**config.mk**
```make
export PLATFORM = sky130hd
export DESIGN_NAME = datapath
export DESIGN_NICKNAME = d
export VERILOG_FILES = /design/src/verilog/core_pkg.sv /design/src/verilog/fetch_stage.sv /design/src/verilog/decode_stage.sv /design/src/verilog/execute_stage.sv /design/src/verilog/regfile.sv /design/src/verilog/datapath.sv
export VERILOG_INCLUDE_DIRS = /design/src /design/src/verilog
export SDC_FILE = /design/constraint.sdc
export NUM_CORES = 2
export LEC_CHECK = 0
export BUFFER_PORTS_ARGS = -buffer_cell sky130_fd_sc_hd__buf_2
export CELL_PAD_IN_SITES_DETAIL_PLACEMENT = 0
export CELL_PAD_IN_SITES_GLOBAL_PLACEMENT = 1
export CORE_UTILIZATION = 52
export DETAILED_ROUTE_END_ITERATION = 6
export GPL_ROUTABILITY_DRIVEN = 0
export PLACE_DENSITY_LB_ADDON = 0.1
export SLEW_MARGIN = 25
export SYNTH_ARGS = -nofsm -noshare
export SYNTH_HDL_FRONTEND = slang
export SYNTH_SLANG_ARGS = --single-unit
```
**constraint.sdc**
```tcl
create_clock -name clk -period 5.4 [get_ports clk]
set_clock_uncertainty 0.15 [all_clocks]
set_input_delay 1.08 -clock clk [delete_from_list [all_inputs] [get_ports clk]]
set_output_delay 1.08 -clock clk [all_outputs]
set_load 0.02 [all_outputs]
```
**src/verilog/core_consts.svh**
```systemverilog
`ifndef CORE_CONSTS_SVH
`define CORE_CONSTS_SVH

// one instruction line as returned by the memory
`define LINE_WIDTH 128

// 32-bit words per line
`define FETCH_WORDS 4

// first fetch address, line aligned
`define RESET_PC 32'h0000_0000

// architectural registers
`define REG_COUNT 32

`endif

```
**src/verilog/core_pkg.sv**
```systemverilog
`include "core_consts.svh"

package core_pkg;

    typedef logic [31:0] word_t;
    typedef logic [4:0] reg_addr_t;

    // register form: opcode, rs, rt, rd, shamt, funct
    typedef struct packed {
        logic [5:0] opcode;
        reg_addr_t  rs;
        reg_addr_t  rt;
        reg_addr_t  rd;
        logic [4:0] shamt;
        logic [5:0] funct;
    } instr_r_t;

    // immediate form over the same word
    typedef struct packed {
        logic [5:0]  opcode;
        reg_addr_t   rs;
        reg_addr_t   rt;
        logic [15:0] imm;
    } instr_i_t;

    typedef union packed {
        instr_r_t r;
        instr_i_t i;
    } instr_u;

    typedef enum logic [2:0] {
        ALU_NONE,
        ALU_ADD,
        ALU_SUB,
        ALU_AND,
        ALU_OR,
        ALU_XOR,
        ALU_SLT,
        ALU_LUI
    } alu_op_e;

    typedef struct packed {
        logic   valid;
        word_t  pc;
        instr_u instr;
    } fetch_data_t;

    typedef struct packed {
        logic      valid;
        word_t     pc;
        alu_op_e   op;
        word_t     a;
        word_t     b;
        reg_addr_t dest;
    } issue_data_t;

    // retire record, also the register write
    typedef struct packed {
        logic      valid;
        reg_addr_t addr;
        word_t     data;
    } rf_w_t;

    typedef struct packed {
        logic  req;
        word_t addr;
    } imem_req_t;

    // word 0 sits in the low bits of line
    typedef struct packed {
        logic                   ack;
        logic [`LINE_WIDTH-1:0] line;
    } imem_resp_t;

endpackage

```
**src/verilog/fetch_stage.sv**
```systemverilog
`timescale 1ns/1ps
`include "core_consts.svh"

module fetch_stage (
    input  logic                  clk,
    input  logic                  rst_n,
    output core_pkg::imem_req_t   imem_req,
    input  core_pkg::imem_resp_t  imem_resp,
    output core_pkg::fetch_data_t fetch_data
);

    localparam int IDX_W = $clog2(`FETCH_WORDS);

    typedef enum logic [1:0] {
        S_IDLE,
        S_REQ,
        S_ACK_LOW,
        S_DRAIN
    } state_e;

    state_e                 state;
    state_e                 state_next;
    core_pkg::word_t        line_addr;
    logic [`LINE_WIDTH-1:0] line_buf;
    logic [IDX_W-1:0]       word_idx;
    logic                   last_word;

    assign last_word = (word_idx == IDX_W'(`FETCH_WORDS - 1));

    always_comb begin
        state_next = state;
        case (state)
            S_IDLE: state_next = S_REQ;
            S_REQ: begin
                if (imem_resp.ack) begin
                    state_next = S_DRAIN;
                end
            end
            S_DRAIN: begin
                // next request only once the old ack has gone
                if (last_word) begin
                    state_next = imem_resp.ack ? S_ACK_LOW : S_REQ;
                end
            end
            S_ACK_LOW: begin
                if (!imem_resp.ack) begin
                    state_next = S_REQ;
                end
            end
            default: state_next = S_IDLE;
        endcase
    end

    always_ff @(posedge clk or negedge rst_n) begin
        if (!rst_n) begin
            state     <= S_IDLE;
            word_idx  <= '0;
            line_addr <= `RESET_PC;
        end else begin
            state <= state_next;
            if (state == S_DRAIN) begin
                word_idx <= word_idx + 1'b1;
                if (last_word) begin
                    line_addr <= line_addr + core_pkg::word_t'(`FETCH_WORDS * 4);
                end
            end
        end
    end

    // line capture on the first edge with ack seen
    always_ff @(posedge clk) begin
        if (state == S_REQ && imem_resp.ack) begin
            line_buf <= imem_resp.line;
        end
    end

    assign imem_req.req  = (state == S_REQ);
    assign imem_req.addr = line_addr;

    always_comb begin
        fetch_data.valid = (state == S_DRAIN);
        fetch_data.pc    = line_addr + (core_pkg::word_t'(word_idx) << 2);
        fetch_data.instr = line_buf[word_idx * 32 +: 32];
    end

    // memory side of the four-phase handshake
    a_ack_held: assert property (@(posedge clk) disable iff (!rst_n)
        imem_req.req && imem_resp.ack |=> imem_resp.ack);

    a_line_stable: assert property (@(posedge clk) disable iff (!rst_n)
        imem_resp.ack |=> !imem_resp.ack || $stable(imem_resp.line));

endmodule

```
**src/verilog/decode_stage.sv**
```systemverilog
`timescale 1ns/1ps

module decode_stage (
    input  logic                  clk,
    input  logic                  rst_n,
    input  core_pkg::fetch_data_t fetch_data,
    output core_pkg::reg_addr_t   rs_addr,
    output core_pkg::reg_addr_t   rt_addr,
    input  core_pkg::word_t       rs_data,
    input  core_pkg::word_t       rt_data,
    input  core_pkg::rf_w_t       exec_bypass,
    input  core_pkg::rf_w_t       retire_bypass,
    output core_pkg::issue_data_t issue_data
);

    localparam logic [5:0] OP_RTYPE = 6'h00;
    localparam logic [5:0] OP_ADDIU = 6'h09;
    localparam logic [5:0] OP_ORI   = 6'h0d;
    localparam logic [5:0] OP_LUI   = 6'h0f;
    localparam logic [5:0] FN_ADDU  = 6'h21;
    localparam logic [5:0] FN_SUBU  = 6'h23;
    localparam logic [5:0] FN_AND   = 6'h24;
    localparam logic [5:0] FN_OR    = 6'h25;
    localparam logic [5:0] FN_XOR   = 6'h26;
    localparam logic [5:0] FN_SLT   = 6'h2a;

    core_pkg::instr_u      instr;
    core_pkg::word_t       rs_val;
    core_pkg::word_t       rt_val;
    core_pkg::issue_data_t issue_next;

    // youngest result wins, r0 is hardwired
    function automatic core_pkg::word_t pick_operand(
        input core_pkg::reg_addr_t addr,
        input core_pkg::word_t     rf_data,
        input core_pkg::rf_w_t     ex,
        input core_pkg::rf_w_t     rt
    );
        if (addr == '0) begin
            return '0;
        end
        if (ex.valid && ex.addr == addr) begin
            return ex.data;
        end
        if (rt.valid && rt.addr == addr) begin
            return rt.data;
        end
        return rf_data;
    endfunction

    assign instr   = fetch_data.instr;
    assign rs_addr = instr.r.rs;
    assign rt_addr = instr.r.rt;

    assign rs_val = pick_operand(rs_addr, rs_data, exec_bypass, retire_bypass);
    assign rt_val = pick_operand(rt_addr, rt_data, exec_bypass, retire_bypass);

    always_comb begin
        issue_next       = '0;
        issue_next.valid = fetch_data.valid;
        issue_next.pc    = fetch_data.pc;
        issue_next.a     = rs_val;
        case (instr.r.opcode)
            OP_RTYPE: begin
                issue_next.b    = rt_val;
                issue_next.dest = instr.r.rd;
                case (instr.r.funct)
                    FN_ADDU: issue_next.op = core_pkg::ALU_ADD;
                    FN_SUBU: issue_next.op = core_pkg::ALU_SUB;
                    FN_AND:  issue_next.op = core_pkg::ALU_AND;
                    FN_OR:   issue_next.op = core_pkg::ALU_OR;
                    FN_XOR:  issue_next.op = core_pkg::ALU_XOR;
                    FN_SLT:  issue_next.op = core_pkg::ALU_SLT;
                    default: issue_next.op = core_pkg::ALU_NONE;
                endcase
            end
            OP_ADDIU: begin
                issue_next.op   = core_pkg::ALU_ADD;
                issue_next.b    = {{16{instr.i.imm[15]}}, instr.i.imm};
                issue_next.dest = instr.i.rt;
            end
            OP_ORI: begin
                issue_next.op   = core_pkg::ALU_OR;
                issue_next.b    = {16'h0000, instr.i.imm};
                issue_next.dest = instr.i.rt;
            end
            OP_LUI: begin
                issue_next.op   = core_pkg::ALU_LUI;
                issue_next.b    = {instr.i.imm, 16'h0000};
                issue_next.dest = instr.i.rt;
            end
            default: issue_next.op = core_pkg::ALU_NONE;
        endcase
        // unknown words still flow but write nothing
        if (issue_next.op == core_pkg::ALU_NONE) begin
            issue_next.dest = '0;
        end
    end

    always_ff @(posedge clk or negedge rst_n) begin
        if (!rst_n) begin
            issue_data <= '0;
        end else begin
            issue_data <= issue_next;
        end
    end

    // the execute bypass always belongs to the last issue
    a_bypass_is_last_issue: assert property (@(posedge clk) disable iff (!rst_n)
        exec_bypass.valid |-> issue_data.valid && exec_bypass.addr == issue_data.dest);

endmodule

```
**src/verilog/execute_stage.sv**
```systemverilog
`timescale 1ns/1ps

module execute_stage (
    input  logic                  clk,
    input  logic                  rst_n,
    input  core_pkg::issue_data_t issue_data,
    output core_pkg::rf_w_t       exec_bypass,
    output core_pkg::rf_w_t       rfw,
    output core_pkg::word_t       rt_pc
);

    core_pkg::word_t result;

    always_comb begin
        case (issue_data.op)
            core_pkg::ALU_ADD: result = issue_data.a + issue_data.b;
            core_pkg::ALU_SUB: result = issue_data.a - issue_data.b;
            core_pkg::ALU_AND: result = issue_data.a & issue_data.b;
            core_pkg::ALU_OR:  result = issue_data.a | issue_data.b;
            core_pkg::ALU_XOR: result = issue_data.a ^ issue_data.b;
            // signed compare, 1 or 0
            core_pkg::ALU_SLT: begin
                result = ($signed(issue_data.a) < $signed(issue_data.b)) ? 32'd1 : 32'd0;
            end
            core_pkg::ALU_LUI: result = issue_data.b;
            default:           result = '0;
        endcase
    end

    // same-cycle result for decode forwarding
    always_comb begin
        exec_bypass.valid = issue_data.valid && (issue_data.dest != '0);
        exec_bypass.addr  = issue_data.dest;
        exec_bypass.data  = result;
    end

    always_ff @(posedge clk or negedge rst_n) begin
        if (!rst_n) begin
            rfw   <= '0;
            rt_pc <= '0;
        end else begin
            rfw   <= exec_bypass;
            rt_pc <= issue_data.pc;
        end
    end

    // a write with no operation would store zero
    a_dest_has_op: assert property (@(posedge clk) disable iff (!rst_n)
        issue_data.valid && issue_data.dest != '0 |-> issue_data.op != core_pkg::ALU_NONE);

endmodule

```
**src/verilog/regfile.sv**
```systemverilog
`timescale 1ns/1ps
`include "core_consts.svh"

module regfile (
    input  logic                clk,
    input  logic                rst_n,
    input  core_pkg::rf_w_t     write,
    input  core_pkg::reg_addr_t ra0,
    input  core_pkg::reg_addr_t ra1,
    output core_pkg::word_t     rd0,
    output core_pkg::word_t     rd1
);

    core_pkg::word_t regs [`REG_COUNT];

    // r0 is cleared by reset and never written afterwards
    always_ff @(posedge clk or negedge rst_n) begin
        if (!rst_n) begin
            for (int i = 0; i < `REG_COUNT; i++) begin
                regs[i] <= '0;
            end
        end else if (write.valid && write.addr != '0) begin
            regs[write.addr] <= write.data;
        end
    end

    // same-cycle writes are covered by the retire bypass in decode
    assign rd0 = regs[ra0];
    assign rd1 = regs[ra1];

endmodule

```
**src/verilog/datapath.sv**
```systemverilog
`timescale 1ns/1ps

module datapath (
    input  logic                 clk,
    input  logic                 rst_n,
    output core_pkg::imem_req_t  imem_req,
    input  core_pkg::imem_resp_t imem_resp,
    output core_pkg::rf_w_t      rfw_out,
    output core_pkg::word_t      rt_pc_out
);

    core_pkg::fetch_data_t fetch_data;
    core_pkg::issue_data_t issue_data;
    core_pkg::rf_w_t       exec_bypass;
    core_pkg::reg_addr_t   rs_addr;
    core_pkg::reg_addr_t   rt_addr;
    core_pkg::word_t       rs_data;
    core_pkg::word_t       rt_data;

    fetch_stage u_fetch (
        .clk,
        .rst_n,
        .imem_req,
        .imem_resp,
        .fetch_data
    );

    // retire record doubles as the second bypass source
    decode_stage u_decode (
        .clk,
        .rst_n,
        .fetch_data,
        .rs_addr,
        .rt_addr,
        .rs_data,
        .rt_data,
        .exec_bypass,
        .retire_bypass (rfw_out),
        .issue_data
    );

    execute_stage u_execute (
        .clk,
        .rst_n,
        .issue_data,
        .exec_bypass,
        .rfw   (rfw_out),
        .rt_pc (rt_pc_out)
    );

    regfile u_regfile (
        .clk,
        .rst_n,
        .write (rfw_out),
        .ra0   (rs_addr),
        .ra1   (rt_addr),
        .rd0   (rs_data),
        .rd1   (rt_data)
    );

endmodule

```
Yosys cells after proc, flatten, opt, wreduce, memory -nomap -nowiden --
Cells that the tools add are included. Widths: inputs -> output; s select.
Storage, ports and cells: register bits 1363, logic and storage cells 151, input port bits 131
Cells by class: bitwise logic cells 6, magnitude comparators 5, shifts and indexed selects 1, muxes and demuxes 44, $add $sub $neg 5, equal/unequal tests 27, reduce and logical (&&, ||, !) cells 17
Operator list (count):
- $bwmux 1024 | 1
- $mux 32 | 17
- $bmux 32 s5 | 2
- $pmux 32 s7 | 1
- $demux 32 s5 | 1
- $pmux 37 s4 | 1
- $shiftx 128x8->32 | 1
- $eq 6x6->1 const B | 6
- $add 32x32->32 | 1
- $add 32x4->32 | 1
- $add 32x5->32 const B | 1
- $and 32x32->32 | 1
- $lt 32x32->1 | 1
- $or 32x32->32 | 1
- $sub 32x32->32 | 1
- $xor 32x32->32 | 1
- $eq 5x5->1 | 4
- $eq 6x4->1 const B | 3
- $ge 6x6->1 const B | 3
- $not 5->6 | 3
- $pmux 3 s6 | 1
- $mux 1 | 13
- $eq 3x3->1 const B | 4
- $pmux 3 s4 | 1
- other kinds (19) | 35

Depth between registers and ports, before layout --
depth after elaboration 12, mapped depth 16

Hierarchy --
Synthesis repeated with hierarchy kept, for this count alone.
Unflattened totals: cells, all modules 6331, area total of the unflattened synthesis 74880.6 um^2
By module, submodules not included:
- regfile | cells each 4601, area an instance 55921.1 um^2, times used 1, sequential area each 25624.6 um^2
- execute_stage | cells each 903, area an instance 7444.6 um^2, times used 1, sequential area each 1751.7 um^2
- fetch_stage | cells each 338, area an instance 6364.9 um^2, times used 1, sequential area each 4644.5 um^2
- decode_stage | cells each 489, area an instance 5149.9 um^2, times used 1, sequential area each 2627.5 um^2

Least setup slack after synthesis --
No wires, ideal clock.
path kind input port to flip-flop, start input port imem_resp[128] (netlist bit), end register u_fetch.line_buf[0], enable pin, required time 4.748 ns, cell stages on the path 1, arrival time 4.013 ns, setup slack 0.735 ns, buffers on the path 0, cells stage by stage and2_1
Between the ends: cells in the longest elaborated chain, start to end 1
RTL lines:
- from (decl) | RTL line datapath.sv:7 | input core_pkg::imem_resp_t imem_resp,
- $logic_and 1x1->1 | RTL line fetch_stage.sv:72 | if (state == S_REQ && imem_resp.ack) begin
- to (signal assigned) | RTL line fetch_stage.sv:73 | line_buf <= imem_resp.line;
- to (decl) | RTL line fetch_stage.sv:24 | logic [`LINE_WIDTH-1:0] line_buf;
No other way between the ends. A chain may end at the register's enable or synchronous reset.

==> results.ini <==
[power]
p_per_area_mw_per_mm2=481
p_leak_nw=36.8
ir_drop_v=0.000420

[setup_path]
start_kind=flop
worstSetupEndpointType=flop
timing.rr.end=u_decode.issue_data[30]
cp_data_required_time_ns=5.92
crit_chain=buf_4 > mux4_2 > xnor2_1 > nand4_1 > or2_2 > nand2_1 > nor4b_1 > nor3_1 > a221o_1
max_stage_delay_ns=1.07
critPathKind=flop to flop
arrival_ns=5.75
reg2regPathDepth=9
crit_fanout=18
cp-startpoint=u_fetch.word_idx[0]
slowest_stage=nor4b_1
r2r_slack_ns=0.17
setup.worst_path.end=u_decode.issue_data[30]
r2r-start=u_fetch.word_idx[0]

[synthesis]
yosysTopAreaCell=dfrtp_1
ys_ff_latch=1355
synth_top_area_frac=0.419
synth_cell_type_count=88
seq_area_frac_synth=0.471
synth.cell_area_sq_mm=0.0733
synth_edf_count=128
synth-async-reset-ratio=0.906
yosysWarnings=0
syn_inst=5940
netlist_top_cells_area=dfrtp_1 42%, mux2_2 15%, mux4_2 13%
synth_ff_type=dfrtp_1
synth.avg_cell_area_sq_um=12.3

[finish]
syn_to_final_growth_pct=11.7
fillCellCount=11500
instances_no_fill=8011
fin_nets=6255
fin_util=0.586
drive_gt1_frac=0.362

[floorplan]
die_area_sq_mm=0.142
placeableCoreArea_sq_mm=0.140
rows=137
pin_count=234
start_util=0.525
die_w_um=377
die_h_um=377

[clocking]
clk_latency_ns=0.80
max-clock-path-buffers=3
cts_hold_buf=0
cts_tree=built
post_cts_buffers=0
cts_htree_levels=4
cts-resized-gates=0
cts_buffers=152
clock_sinks=1355
cts_root_buf=clkbuf_16
path_clk_slew_ns=0.06

[sta]
fmax_mhz=191
slew_headroom=0.202
finalHoldViolCount=0
setup_viol_count_final=0
drv_slew=0
worst_slew_pin_slew_ns=1.19
final.period_utilization=0.968
finalSetupTns_ns=0
fin_crit_ns=5.23
setup_slack_ns=0.173
rsz0062_at_grt=no

[detailed_routing]
ant_nets=0
via_per_inst=6.73
dr_total_vias=53900
routed_wl_mm=266
first_iter_violations=6221
drc=0
dr.pass1.iters=6
wl_per_cell_um=33.2

[global_route]
met1_usage=0.511
grt_pass1_wl_mm=385
grt_most_used_layer=met2
antenna_found_initial=15
grt_overflow=0
grt_max_degree=125
track_usage=0.377
grtUsageMet3=0.109
grt_pass1_vias=53300
grtUsageMet2=0.557

[place]
place_inst=7734
dp_slack_ns=0.354
dpl.hpwl_mm=173
port_buffers=227

[hold_path]
min_path_type=primary input to asynchronous set/reset pin

[job]
cap_violations=0

[outcome]
outcome=finished clean

## metrics by stage
step	instance area (sq um)	hold WS [ns]	power (mW)
global placement	76700	0.182	28.7
global route	81900	0.189	40.5
floorplan	73300	0.181	21.3
finish	81900	0.145	39.4
detailed placement	76900	0.185	28.7
CTS	81900	0.180	39.0
## cells by family after synthesis
logic type | after synthesis | share of synthesized area
AOI/OAI and AO/OA | 770 | 0.0721
DFF | 1355 | 0.471
other | 1 | 0.0000512
xor gates and xnor gates | 61 | 0.00729
muxes | 1570 | 0.304
and+or+nand+nor | 1383 | 0.0842
buffers and inverters | 689 | 0.0418
adders and majority gates | 111 | 0.0191
## layout by cell type (no fill, tap or decap), drive strengths merged, types with 11 or more instances in the layout
| cell type | count |
|---|---|
| mux4 | 423 |
| a32o | 16 |
| nand2 | 733 |
| a22oi | 19 |
| o21bai | 13 |
| a311oi | 17 |
| mux2 | 1005 |
| o21ai | 95 |
| a32oi | 24 |
| nor4 | 15 |
| xor2 | 11 |
| nand2b | 12 |
| xnor2 | 50 |
| ha | 109 |
| dfrtp | 1227 |
| edfxtp | 128 |
| mux2i | 142 |
| clkbuf | 219 |
| a21oi | 155 |
| and3 | 56 |
| a221o | 12 |
| a31oi | 101 |
| inv | 115 |
| and2 | 48 |
| o221ai | 18 |
| a2111oi | 15 |
| buf | 491 |
| nor3 | 48 |
| o22ai | 40 |
| o211ai | 27 |
| nor2 | 168 |
| a211oi | 85 |
| nand3 | 189 |
| a21o | 22 |
| nor2b | 29 |
| clkinv | 41 |
| nand4 | 31 |
## critical path, delay by kind of cell, from the launching register on
family,cells,cell delay [ns]
buffers and inverters,1,0.38
AO/OA/AOI/OAI,1,0.44
AND/OR/NAND/NOR,5,2.46
multiplexers,1,0.87
XOR/XNOR,1,0.24
flip-flops,1,0.56
## Yosys cell counts, drive strengths merged (12+ instances only)
cell	number
a2111oi	15
a211oi	85
a21o	22
a21oi	155
a221o	12
a22oi	19
a311oi	17
a31oi	101
a32o	16
a32oi	24
and2	48
and3	56
buf	251
clkbuf	326
dfrtp	1227
edfxtp	128
ha	109
inv	108
mux2	1005
mux2i	142
mux4	423
nand2	733
nand2b	12
nand3	189
nand4	31
nor2	168
nor2b	29
nor3	48
nor4	15
o211ai	27
o21ai	95
o21bai	13
o221ai	18
o22ai	40
xnor2	50
## routing by layer
layer / share of wire / wire, um
met1: 0.40 / 106000
met2: 0.44 / 118000
met3: 0.10 / 27800
met4: 0.055 / 14700
met5: 0.00035 / 92
## state kept, by name (all words and copies together), names as in the netlist
name                 flops
u_decode.issue_data    103
u_execute.rfw           38
u_execute.rt_pc         30
u_fetch.line_addr       28
u_fetch.line_buf       128
u_fetch.state            2
u_fetch.word_idx         2
u_regfile.regs        1024
## how the worst min path moves through the flow
stage,startpoint,end,cells after the start
after floorplan,u_decode.issue_data[82],u_execute.rt_pc[10],0
after global placement,u_decode.issue_data[102],u_execute.rt_pc[30],0
after detailed placement,u_decode.issue_data[98],u_execute.rt_pc[26],0
after CTS,rst_n,u_regfile.regs[538],1
after global routing,rst_n,u_regfile.regs[538],1
final,rst_n,u_regfile.regs[986],1
## where the power goes
part	total, mW	switching [mW]	leakage (nW)	internal, mW
clock network	10.3	4.42	2.42	5.90
registers	11.3	0.563	18.2	10.8
logic	17.7	12.5	16.2	5.27
## layout make-up
| class | count | area [sq um] | area share |
|---|---|---|---|
| Multi-Input combinational cell | 3901 | 36000 | 0.439 |
| Sequential cell | 1355 | 34600 | 0.422 |
| Clock buffer | 219 | 4430 | 0.0541 |
| Timing Repair Buffer | 491 | 3660 | 0.0447 |
| Tap cell | 1876 | 2350 | 0.0287 |
| Clock inverter | 50 | 477 | 0.00582 |
| Inverter | 112 | 420 | 0.00513 |
| Antenna cell | 7 | 17.5 | 0.000214 |
(Power assumes the default switching activity.)
